`src/hdl/vid_pkg.sv`:
```
/*
 * shared types for the video controller: host bus, register slots,
 * pattern modes, raster state and video output; imported by RTL and testbench
 */
`default_nettype none

package vid_pkg;

    typedef struct packed {
        logic [3:0] r;                          // red
        logic [3:0] g;                          // green
        logic [3:0] b;                          // blue
    } rgb_t;                                    // 12-bit colour, r in bits 11:8

    typedef enum logic [1:0] {
        PAT_SOLID = 2'd0,                       // fg everywhere
        PAT_BARS  = 2'd1,                       // fg where x[3] set
        PAT_CHECK = 2'd2                        // fg where x[3] != y[3]
    } pat_mode_e;

    typedef enum logic [3:0] {
        REG_FG      = 4'd0,                     // fg colour in bits 11:0
        REG_BG      = 4'd1,                     // bg colour in bits 11:0
        REG_MODE    = 4'd2,                     // pattern mode in bits 1:0
        REG_SCRATCH = 4'd3,                     // free 16 bits for the host
        REG_STATUS  = 4'd4                      // read only, vblank and line
    } reg_num_e;                                // slots 5..15 read zero

    typedef struct packed {
        rgb_t      fg;                          // foreground colour
        rgb_t      bg;                          // background colour
        pat_mode_e mode;                        // pattern select
    } ctrl_regs_t;

    typedef struct packed {
        logic       de;                         // display enable
        logic       hs;                         // hsync, active high
        logic       vs;                         // vsync, active high
        logic [9:0] x;                          // pixel within line
        logic [9:0] y;                          // line within frame
    } timing_t;

    typedef struct packed {
        logic de;
        logic hs;
        logic vs;
        rgb_t rgb;                              // black outside de
    } video_t;

    typedef struct packed {
        logic     cs_n;                         // chip select, active low
        logic     rd_nwr;                       // 1 read, 0 write
        logic     bytesel;                      // 0 even byte (15:8), 1 odd (7:0)
        reg_num_e reg_num;                      // register slot
        logic [7:0] data;                       // write data from host
    } bus_t;

endpackage

`default_nettype wire
```
`src/hdl/vid_top.sv`:
```
/*
 * video controller top: power-on reset delay, host register block,
 * raster timing and pixel stage; timing parameters are set here and passed down
 */
`default_nettype none
`timescale 1ns/1ps

module vid_top #(
    parameter int H_ACTIVE    = 640,                // 640x480 at 60 Hz defaults
    parameter int H_FRONT     = 16,
    parameter int H_SYNC      = 96,
    parameter int H_BACK      = 48,
    parameter int V_ACTIVE    = 480,
    parameter int V_FRONT     = 10,
    parameter int V_SYNC      = 2,
    parameter int V_BACK      = 33,
    parameter int RESET_DELAY = 255                 // edges of extra reset after rst_i
) (
    input  logic             pclk,                  // pixel clock
    input  logic             rst_i,                 // external reset, sync, active high
    input  vid_pkg::bus_t    bus_i,                 // host bus levels
    output logic [7:0]       bus_data_o,            // read data to host
    output logic             bus_oe_o,              // drive enable for host data bus
    output vid_pkg::video_t  video_o                // rgb with syncs
);
    import vid_pkg::*;

    localparam int CNT_W = $clog2(RESET_DELAY + 1) + 1;
    localparam logic [CNT_W-1:0] DELAY_LAST = CNT_W'(RESET_DELAY);

    logic [CNT_W-1:0] rst_cnt_q;                    // edges since rst_i fell
    logic             sys_rst;                      // reset for the whole core
    ctrl_regs_t       regs;                         // bus_regs to pixel_gen
    timing_t          raster;                       // timing to pixel_gen and status

    // hold the core in reset a fixed number of edges after rst_i drops
    always_ff @(posedge pclk) begin
        if (rst_i) begin
            rst_cnt_q <= '0;
            sys_rst   <= 1'b1;
        end else if (rst_cnt_q != DELAY_LAST) begin
            rst_cnt_q <= rst_cnt_q + 1'b1;          // still counting, stay in reset
            sys_rst   <= 1'b1;
        end else begin
            sys_rst   <= 1'b0;                      // counter parks at the last value
        end
    end

    bus_regs #(
        .V_ACTIVE   (V_ACTIVE)
    ) bus_regs_i (
        .pclk       (pclk),
        .rst_i      (sys_rst),
        .bus_i      (bus_i),
        .raster_i   (raster),
        .regs_o     (regs),
        .bus_data_o (bus_data_o),
        .bus_oe_o   (bus_oe_o)
    );

    video_timing #(
        .H_ACTIVE (H_ACTIVE),
        .H_FRONT  (H_FRONT),
        .H_SYNC   (H_SYNC),
        .H_BACK   (H_BACK),
        .V_ACTIVE (V_ACTIVE),
        .V_FRONT  (V_FRONT),
        .V_SYNC   (V_SYNC),
        .V_BACK   (V_BACK)
    ) video_timing_i (
        .pclk     (pclk),
        .rst_i    (sys_rst),
        .raster_o (raster)
    );

    pixel_gen pixel_gen_i (
        .pclk     (pclk),
        .rst_i    (sys_rst),
        .raster_i (raster),
        .regs_i   (regs),
        .video_o  (video_o)
    );

endmodule

`default_nettype wire

```
`src/hdl/pixel_gen.sv`:
```
/*
 * pixel stage: picks fg or bg by pattern mode from x and y bits and registers
 * colour with de, hs and vs, one cycle of latency and a new pixel every cycle
 */
`default_nettype none
`timescale 1ns/1ps

module pixel_gen (
    input  logic                pclk,
    input  logic                rst_i,              // sync, active high
    input  vid_pkg::timing_t    raster_i,           // position and sync for this cycle
    input  vid_pkg::ctrl_regs_t regs_i,             // colours and mode
    output vid_pkg::video_t     video_o             // registered video
);
    import vid_pkg::*;

    logic   use_fg;                                 // pattern picks foreground
    rgb_t   colour;                                 // before blanking
    rgb_t   pixel;                                  // after blanking
    video_t video_q;

    always_comb begin
        case (regs_i.mode)
            PAT_SOLID: use_fg = 1'b1;
            PAT_BARS:  use_fg = raster_i.x[3];                      // 8 pixel wide bars
            PAT_CHECK: use_fg = raster_i.x[3] ^ raster_i.y[3];      // 8x8 checker
            default:   use_fg = 1'b1;                               // spare code acts solid
        endcase
    end

    assign colour = use_fg ? regs_i.fg : regs_i.bg;
    assign pixel  = raster_i.de ? colour : '0;      // black in porches and sync

    // syncs go through the same flop as colour so they stay aligned
    always_ff @(posedge pclk) begin
        if (rst_i) begin
            video_q <= '0;
        end else begin
            video_q.de  <= raster_i.de;
            video_q.hs  <= raster_i.hs;
            video_q.vs  <= raster_i.vs;
            video_q.rgb <= pixel;
        end
    end

    assign video_o = video_q;

endmodule

`default_nettype wire

```
`src/hdl/video_timing.sv`:
```
/*
 * raster timing generator: wrapping pixel and line counters compared against
 * the porch and sync parameters give position, hsync, vsync and display enable
 */
`default_nettype none
`timescale 1ns/1ps

module video_timing #(
    parameter int H_ACTIVE = 640,                   // visible pixels per line
    parameter int H_FRONT  = 16,                    // front porch, pixels
    parameter int H_SYNC   = 96,                    // hsync width, pixels
    parameter int H_BACK   = 48,                    // back porch, pixels
    parameter int V_ACTIVE = 480,                   // visible lines per frame
    parameter int V_FRONT  = 10,                    // front porch, lines
    parameter int V_SYNC   = 2,                     // vsync width, lines
    parameter int V_BACK   = 33                     // back porch, lines
) (
    input  logic             pclk,
    input  logic             rst_i,                 // sync, active high
    output vid_pkg::timing_t raster_o               // raster state for this cycle
);
    import vid_pkg::*;

    // compare points, 10 bits covers totals up to 1024
    localparam logic [9:0] H_ACT    = 10'(H_ACTIVE);
    localparam logic [9:0] HS_START = 10'(H_ACTIVE + H_FRONT);
    localparam logic [9:0] HS_END   = 10'(H_ACTIVE + H_FRONT + H_SYNC);
    localparam logic [9:0] H_LAST   = 10'(H_ACTIVE + H_FRONT + H_SYNC + H_BACK - 1);
    localparam logic [9:0] V_ACT    = 10'(V_ACTIVE);
    localparam logic [9:0] VS_START = 10'(V_ACTIVE + V_FRONT);
    localparam logic [9:0] VS_END   = 10'(V_ACTIVE + V_FRONT + V_SYNC);
    localparam logic [9:0] V_LAST   = 10'(V_ACTIVE + V_FRONT + V_SYNC + V_BACK - 1);

    logic [9:0] x_q;                                // pixel counter
    logic [9:0] y_q;                                // line counter
    logic       x_wrap;                             // last pixel of line
    logic       y_wrap;                             // last line of frame
    timing_t    raster;

    assign x_wrap = (x_q == H_LAST);
    assign y_wrap = (y_q == V_LAST);

    always_ff @(posedge pclk) begin
        if (rst_i) begin
            x_q <= '0;
            y_q <= '0;
        end else if (x_wrap) begin
            x_q <= '0;
            if (y_wrap) begin
                y_q <= '0;                          // new frame
            end else begin
                y_q <= y_q + 10'd1;                 // next line
            end
        end else begin
            x_q <= x_q + 10'd1;
        end
    end

    // decode straight off the counters, pixel stage registers the result
    always_comb begin
        raster.x  = x_q;
        raster.y  = y_q;
        raster.de = (x_q < H_ACT) && (y_q < V_ACT);
        raster.hs = (x_q >= HS_START) && (x_q < HS_END);
        raster.vs = (y_q >= VS_START) && (y_q < VS_END);
    end

    assign raster_o = raster;

endmodule

`default_nettype wire

```
`src/hdl/bus_regs.sv`:
```
/*
 * host bus register block: byte writes into the 16-bit control registers,
 * registered byte reads and the output enable level for the data bus
 */
`default_nettype none
`timescale 1ns/1ps

module bus_regs #(
    parameter int V_ACTIVE = 480                    // lines with pixels, for vblank
) (
    input  logic                pclk,
    input  logic                rst_i,              // sync, active high
    input  vid_pkg::bus_t       bus_i,              // host bus levels
    input  vid_pkg::timing_t    raster_i,           // current raster position
    output vid_pkg::ctrl_regs_t regs_o,             // values for pixel stage
    output logic [7:0]          bus_data_o,         // read byte, valid one edge later
    output logic                bus_oe_o            // host may sample bus_data_o
);
    import vid_pkg::*;

    localparam logic [9:0] V_ACT = 10'(V_ACTIVE);

    ctrl_regs_t  regs_q;                            // fg, bg, mode
    logic [15:0] scratch_q;                         // free host register
    logic [15:0] rd_word;                           // addressed register as a word
    logic [7:0]  rd_data_q;                         // byte returned to host
    logic        vblank;                            // below the active lines
    logic        wr_en;
    logic        rd_en;

    assign wr_en  = !bus_i.cs_n && !bus_i.rd_nwr;   // sampled every edge, no strobe
    assign rd_en  = !bus_i.cs_n &&  bus_i.rd_nwr;
    assign vblank = (raster_i.y >= V_ACT);

    // even byte lands in 15:8 and odd byte in 7:0, 68000 order
    always_ff @(posedge pclk) begin
        if (rst_i) begin
            regs_q    <= '{fg: '0, bg: '0, mode: PAT_SOLID};
            scratch_q <= '0;
        end else if (wr_en) begin
            case (bus_i.reg_num)
                REG_FG: begin
                    if (!bus_i.bytesel) begin
                        regs_q.fg.r <= bus_i.data[3:0];             // bits 15:12 not stored
                    end else begin
                        {regs_q.fg.g, regs_q.fg.b} <= bus_i.data;
                    end
                end
                REG_BG: begin
                    if (!bus_i.bytesel) begin
                        regs_q.bg.r <= bus_i.data[3:0];
                    end else begin
                        {regs_q.bg.g, regs_q.bg.b} <= bus_i.data;
                    end
                end
                REG_MODE: begin
                    if (bus_i.bytesel) begin                        // high byte has no bits
                        regs_q.mode <= pat_mode_e'(bus_i.data[1:0]);
                    end
                end
                REG_SCRATCH: begin
                    if (!bus_i.bytesel) begin
                        scratch_q[15:8] <= bus_i.data;
                    end else begin
                        scratch_q[7:0] <= bus_i.data;
                    end
                end
                default: ;                                          // status and spare slots
            endcase
        end
    end

    // word mux for reads, unimplemented bits return zero
    always_comb begin
        case (bus_i.reg_num)
            REG_FG:      rd_word = {4'h0, regs_q.fg};
            REG_BG:      rd_word = {4'h0, regs_q.bg};
            REG_MODE:    rd_word = {14'h0, regs_q.mode};
            REG_SCRATCH: rd_word = scratch_q;
            REG_STATUS:  rd_word = {vblank, 5'h00, raster_i.y};     // live line number
            default:     rd_word = 16'h0000;
        endcase
    end

    always_ff @(posedge pclk) begin
        if (rd_en) begin
            rd_data_q <= bus_i.bytesel ? rd_word[7:0] : rd_word[15:8];
        end
    end

    assign regs_o     = regs_q;
    assign bus_data_o = rd_data_q;
    assign bus_oe_o   = rd_en && !rst_i;                // no drive while core is in reset

endmodule

`default_nettype wire

```
`config.mk`:
```
export PLATFORM = sky130hd
export DESIGN_NAME = vid_top
export DESIGN_NICKNAME = d
export VERILOG_FILES = /design/src/hdl/vid_pkg.sv /design/src/hdl/vid_top.sv /design/src/hdl/pixel_gen.sv /design/src/hdl/video_timing.sv /design/src/hdl/bus_regs.sv
export SDC_FILE = /design/constraint.sdc
export NUM_CORES = 1
export LEC_CHECK = 0
export BUFFER_PORTS_ARGS = -buffer_cell sky130_fd_sc_hd__buf_4
export CELL_PAD_IN_SITES_DETAIL_PLACEMENT = 0
export CELL_PAD_IN_SITES_GLOBAL_PLACEMENT = 2
export CORE_MARGIN = 4
export CORE_UTILIZATION = 25
export CTS_BUF_LIST = sky130_fd_sc_hd__clkbuf_4 sky130_fd_sc_hd__clkbuf_8
export DETAILED_ROUTE_END_ITERATION = 10
export PLACE_DENSITY_LB_ADDON = 0.2
export SYNTH_ARGS = -nofsm -noshare
export SYNTH_HDL_FRONTEND = slang
export SYNTH_SLANG_ARGS = --single-unit
```
`constraint.sdc`:
```
create_clock -name pclk -period 2.3 [get_ports pclk]
set_input_delay 0.345 -clock pclk [delete_from_list [all_inputs] [get_ports pclk]]
set_output_delay 0.345 -clock pclk [all_outputs]
set_load 0.005 [all_outputs]
```
After elaboration in Yosys (flattened, before gate mapping). Cells that the tools add are included.

Output and inout port bits: 24. Logic and storage cells: 67. Register bits after elaboration: 95. Bits of input ports: 17.

Bitwise gates (word level): 3. Equality and inequality tests: 9. Mux-type cells: 6. Magnitude comparators: 7. $add $sub $neg: 3. Reductions and logical operators: 19.

Operators by type and width (number): one-hot mux 16 bit (5 select lines) (1); AND reduction 3 bit (7); adder 10 x 1 -> 10 bit, second input constant (2); == test 10 bit, second input constant (2); greater-or-equal comparator 10 x 9 -> 1 bit, second input constant (2); less-than comparator 10 bit, second input constant (2); less-than comparator 10 x 9 -> 1 bit, second input constant (2); 2-to-1 mux 12 bit (1); greater-or-equal comparator 10 bit, second input constant (1); 2-to-1 mux 10 bit (1); adder 9 x 1 -> 9 bit, second input constant (1); != test 9 x 8 -> 1 bit, second input constant (1); == test 4 x 2 -> 1 bit, second input constant (2); 2-to-1 mux 8 bit (1); logical AND 1 bit (6); == test 4 x 1 -> 1 bit, second input constant (1); == test 4 x 3 -> 1 bit, second input constant (1); logical NOT 4 bit (1); OR reduction 2 bit (2); logical NOT 1 bit (3); == test 2 x 1 -> 1 bit, second input constant (1); == test 2 bit, second input constant (1); NOT 1 bit (2); one-hot mux 1 bit (2 select lines) (1); other kinds (2) (2).

Logic depth before layout (Yosys ltp).
Depth after elaboration: 4. Mapped depth: 9. Mapped depth without buffers: 8.

By module. Synthesis repeated with hierarchy kept, for this count alone.

Cells, all modules: 499. Area total of the unflattened synthesis: 4491.8 um2.

Modules (own cells, without submodules): bus_regs (times used 1, sequential area each 1081.0 um2, area an instance 2384.8 um2, cells each 269); video_timing (times used 1, sequential area each 400.4 um2, area an instance 1034.7 um2, cells each 117); pixel_gen (times used 1, sequential area each 300.3 um2, area an instance 610.6 um2, cells each 64); vid_top (times used 1, sequential area each 200.2 um2, area an instance 461.7 um2, cells each 49).

Worst setup path before layout. OpenSTA, ideal clock, no wires.

Path type: register to register. Start: register video_timing_i.x_q[0]. End: register video_timing_i.y_q[6]. Cell stages (with the launch flop): 7. Data arrival time: 1.808 ns. Slack: 0.421 ns. Clock period less this slack: 1.879 ns. Cell sequence: dfxtp_1 > ha_1 > nand4_1 > or3_1 > buf_2 > or4_1 > a21oi_1.

Word-level cells in the longest chain between the ends: 1.

Ends and longest elaborated chain: start, declared (line video_timing.sv:34) `logic [9:0] x_q;`; start signal, assigned (line video_timing.sv:55) `x_q <= x_q + 10'd1;`; == test 10 bit (line video_timing.sv:40) `assign x_wrap = (x_q == H_LAST);`; end signal, assigned (line video_timing.sv:52) `y_q <= y_q + 10'd1;`; end, declared (line video_timing.sv:35) `logic [9:0] y_q;`.

Every way passes these cells. A chain may end at the register's enable or synchronous reset.

Worst setup path in the final report.
Start: register video_timing_i.x_q[0]. End: register video_timing_i.y_q[7].

Same word-level chain as after synthesis.

==> impl_metrics.env <==
export IMPL_die_area_um2=19500
export IMPL_hold_depth=2
export IMPL_port_buffers=40
export IMPL_r2r_slack_ps=250
export IMPL_cts_sinks=95
export IMPL_postCtsSetupRepairBufs=0
export IMPL_cts_htree_levels=3
export IMPL_drive_above_1_share=0.161
export IMPL_drc=0
export IMPL_grt_pass1_vias=3579
export IMPL_cp_required_ps=2600
export IMPL_rows=47
export IMPL_rr_startpoint="video_timing_i.x_q[0]"
export IMPL_path_clk_slew_ps=90
export IMPL_irDropWorstVdd_mv=0.231
export IMPL_status="finished clean"
export IMPL_post_cts_resized=0
export IMPL_cts_root_buf="clkbuf_8"
export IMPL_hold_path_end="rst_cnt_q[6]"
export IMPL_core_area_um2=16800
export IMPL_dr_pass1_iters=4
export IMPL_r2r_end="video_timing_i.y_q[7]"
export IMPL_crit_arrival_ps=2350
export IMPL_io_pins=41
export IMPL_min_path_type="in2reg"
export IMPL_end_kind="register"
export IMPL_synth_area_um2=4330
export IMPL_grt_max_degree=33
export IMPL_yosysWarnings=0
export IMPL_max_slew_margin=0.597
export IMPL_first_iter_violations=261
export IMPL_gp_congestion=0.751
export IMPL_stdcell_area_um2=5080
export IMPL_cts_path_max_buffers=2
export IMPL_hold_buffers=0
export IMPL_critPathLaunchType="register"
export IMPL_min_period_ps=2050
export IMPL_track_usage=0.134
export IMPL_avgRoutedWirePerCell_um=16.8
export IMPL_setup_viol=0
export IMPL_critPathKind="reg2reg"
export IMPL_routed_wl_um=12900
export IMPL_numCtsBuffers=9
export IMPL_rsz0062_at_grt="no"
export IMPL_drt_vias_per_instance=4.89
export IMPL_critical_path_top_delay_family="simple AND/OR/NAND/NOR gates"
export IMPL_die_h_um=140
export IMPL_grt_ovfl_total=0
export IMPL_fin_setup_tns_ps=0
export IMPL_cp_max_fo=5
export IMPL_dp_hpwl_um=9240
export IMPL_postSynthCellCount=508
export IMPL_worst_slew_pin_slew_ps=604
export IMPL_fin_crit_sh=0.889
export IMPL_ant_nets=0
export IMPL_start_util=0.258
export IMPL_path_buf_inv=0
export IMPL_synth_seq_cells=95
export IMPL_drv_cap=0
export IMPL_diodes=0
export IMPL_fillers=1821
export IMPL_hold_viol_final=0
export IMPL_max_freq_mhz=489
export IMPL_die_width_um=140
export IMPL_cts_tree="yes"
export IMPL_r2r_cells=5
export IMPL_synth_distinct_cells=49
export IMPL_cpPeakStageDelay_ps=650
export IMPL_avgSynthCellArea_um2=8.52
export IMPL_crit_slowest_cell="or4_1"
export IMPL_fin_skew_ps=7.60
export IMPL_synthesis_nets=533
export IMPL_p_leak_uw=0.00160
export IMPL_path_cells="ha_1 -> nand4_1 -> or4_1 -> or3_1 -> a21oi_1"
export IMPL_report_final_slew_viol_count=0
export IMPL_vias=3753
export IMPL_hold_start="rst_i"
export IMPL_placed_area_um2=4900
export IMPL_area_growth_pct=17.4
export IMPL_grt_first_pass_wirelength_um=20500
export IMPL_clock_latency_ps=370
export IMPL_fin_nets=568
export IMPL_p_per_area_nw_per_um2=570
export IMPL_antenna_found_initial=0
export IMPL_ys_seq_area_frac=0.458
## metrics by stage
step | total power [uW] | hold WS, ps | worst slack, ps | utilization | cells
finish | 2890 | 206 | 254 | 0.303 | 768
global route | 3050 | 173 | 41.5 | 0.303 | 768
CTS | 2960 | 176 | 265 | 0.303 | 768
detailed placement | 1870 | 448 | 271 | 0.292 | 752
global placement | 1870 | 442 | 291 | 0.292 | 752
floorplan | 1790 | 432 | 421 | - | 508
## synth_stat cells (all sizes together)
| master | n | area [um^2] |
|---|---|---|
| a21oi | 67 | 335 |
| a221oi | 2 | 17.5 |
| a22oi | 1 | 7.51 |
| a31o | 1 | 8.76 |
| a31oi | 5 | 31.3 |
| a32oi | 6 | 52.6 |
| and2 | 1 | 6.26 |
| and3 | 1 | 7.51 |
| and3b | 1 | 8.76 |
| and4 | 2 | 17.5 |
| buf | 6 | 41.3 |
| clkbuf | 28 | 126 |
| dfxtp | 87 | 1740 |
| edfxtp | 8 | 240 |
| ha | 8 | 100 |
| inv | 13 | 48.8 |
| mux2i | 11 | 110 |
| mux4 | 2 | 45.0 |
| nand2 | 67 | 251 |
| nand2b | 2 | 12.5 |
| nand3 | 63 | 315 |
| nand3b | 2 | 15.0 |
| nand4 | 5 | 31.3 |
| nand4b | 2 | 17.5 |
| nand4bb | 2 | 22.5 |
| nor2 | 29 | 109 |
| nor2b | 9 | 56.3 |
| nor3 | 6 | 30.0 |
| nor3b | 1 | 12.5 |
| nor4 | 4 | 25.0 |
| nor4b | 2 | 30.0 |
| nor4bb | 2 | 20.0 |
| o21a | 3 | 22.5 |
| o21ai | 24 | 120 |
| o21bai | 1 | 7.51 |
| o2bb2ai | 4 | 35.0 |
| o31ai | 2 | 15.0 |
| or2 | 2 | 15.0 |
| or3 | 4 | 25.0 |
| or4 | 4 | 33.8 |
| or4b | 1 | 10.0 |
| xnor2 | 8 | 70.1 |
| xor2 | 9 | 78.8 |
## report_power, final
group / switching, uW / internal (uW) / total, uW
Combinational: 92.4 / 59.1 / 151
Sequential: 6.05 / 1680 / 1680
Clock: 585 / 475 / 1060
Total: 683 / 2210 / 2890
## worst reg2reg max path, cell delays in order (launching register included)
cell	delay, ps
dfxtp_1	400
ha_1	240
nand4_1	210
or4_1	650
or3_1	340
a21oi_1	140
## state kept, by name, summed over array words and instances, names as in the netlist
signal                 count
bus_regs_i.regs_o         26
bus_regs_i.scratch_q      16
pixel_gen_i.video_o       15
video_timing_i.x_q        10
video_timing_i.y_q        10
rst_cnt_q                  9
bus_regs_i.bus_data_o      8
sys_rst                    1
## final cells by class
class	instances	area, um^2	area share
multi-input cells	366	2160	0.424
flip-flops and latches	95	1980	0.390
repair buffers	58	435	0.0857
well taps	220	275	0.0542
clock buffers	13	166	0.0328
inverters	13	48.8	0.00960
clock inverters	3	16.3	0.00320
## worst max-delay path by stage
stage                             to  depth (start not counted)             startpoint  slack [ps]
2_1_floorplan  video_timing_i.y_q[6]                          6  video_timing_i.x_q[0]         420
3_3_place_gp   video_timing_i.y_q[5]                          5  video_timing_i.x_q[0]         290
3_5_place_dp   video_timing_i.y_q[5]                          5  video_timing_i.x_q[0]         270
4_1_cts        video_timing_i.y_q[5]                          5  video_timing_i.x_q[0]         270
5_1_grt        video_timing_i.y_q[5]                          5  video_timing_i.x_q[0]          40
6_report       video_timing_i.y_q[7]                          5  video_timing_i.x_q[0]         250
## routing by layer
metal  part of all wire  track usage
met3              0.048       0.0370
met5                  0            0
met1               0.51        0.198
met4             0.0089       0.0311
met2               0.43        0.194
## logic make-up after synthesis
group                    Yosys count  share of synthesized area
adder cells (fa/ha/maj)            8                     0.0231
AND/OR/NAND/NOR                  212                      0.248
AO/OA/AOI/OAI                    116                      0.151
flip-flops                        95                      0.458
XOR/XNOR                          17                     0.0344
buffers and inverters             47                     0.0500
multiplexers                      13                     0.0358
## cells in the final DEF, fill, tap and decap left out, types with 3 or more instances in the layout
| cell | synthesis | layout |
|---|---|---|
| dfxtp_1 | 87 | 86 |
| nand2_1 | 67 | 67 |
| a21oi_1 | 67 | 67 |
| nand3_1 | 63 | 63 |
| buf_4 | 0 | 58 |
| nor2_1 | 29 | 29 |
| o21ai_0 | 24 | 24 |
| inv_1 | 13 | 13 |
| mux2i_1 | 11 | 11 |
| clkbuf_8 | 2 | 11 |
| nor2b_1 | 9 | 9 |
| xor2_1 | 9 | 9 |
| xnor2_1 | 8 | 8 |
| ha_1 | 8 | 8 |
| edfxtp_1 | 8 | 8 |
| a32oi_1 | 6 | 6 |
| nor3_1 | 6 | 5 |
| a31oi_1 | 5 | 5 |
| nand4_1 | 5 | 5 |
| o2bb2ai_1 | 4 | 4 |
| or3_1 | 4 | 4 |
| o21a_1 | 3 | 3 |
| nor4_1 | 4 | 3 |
| or4_1 | 3 | 3 |
Note: power is estimated with default switching activity, not from simulation.
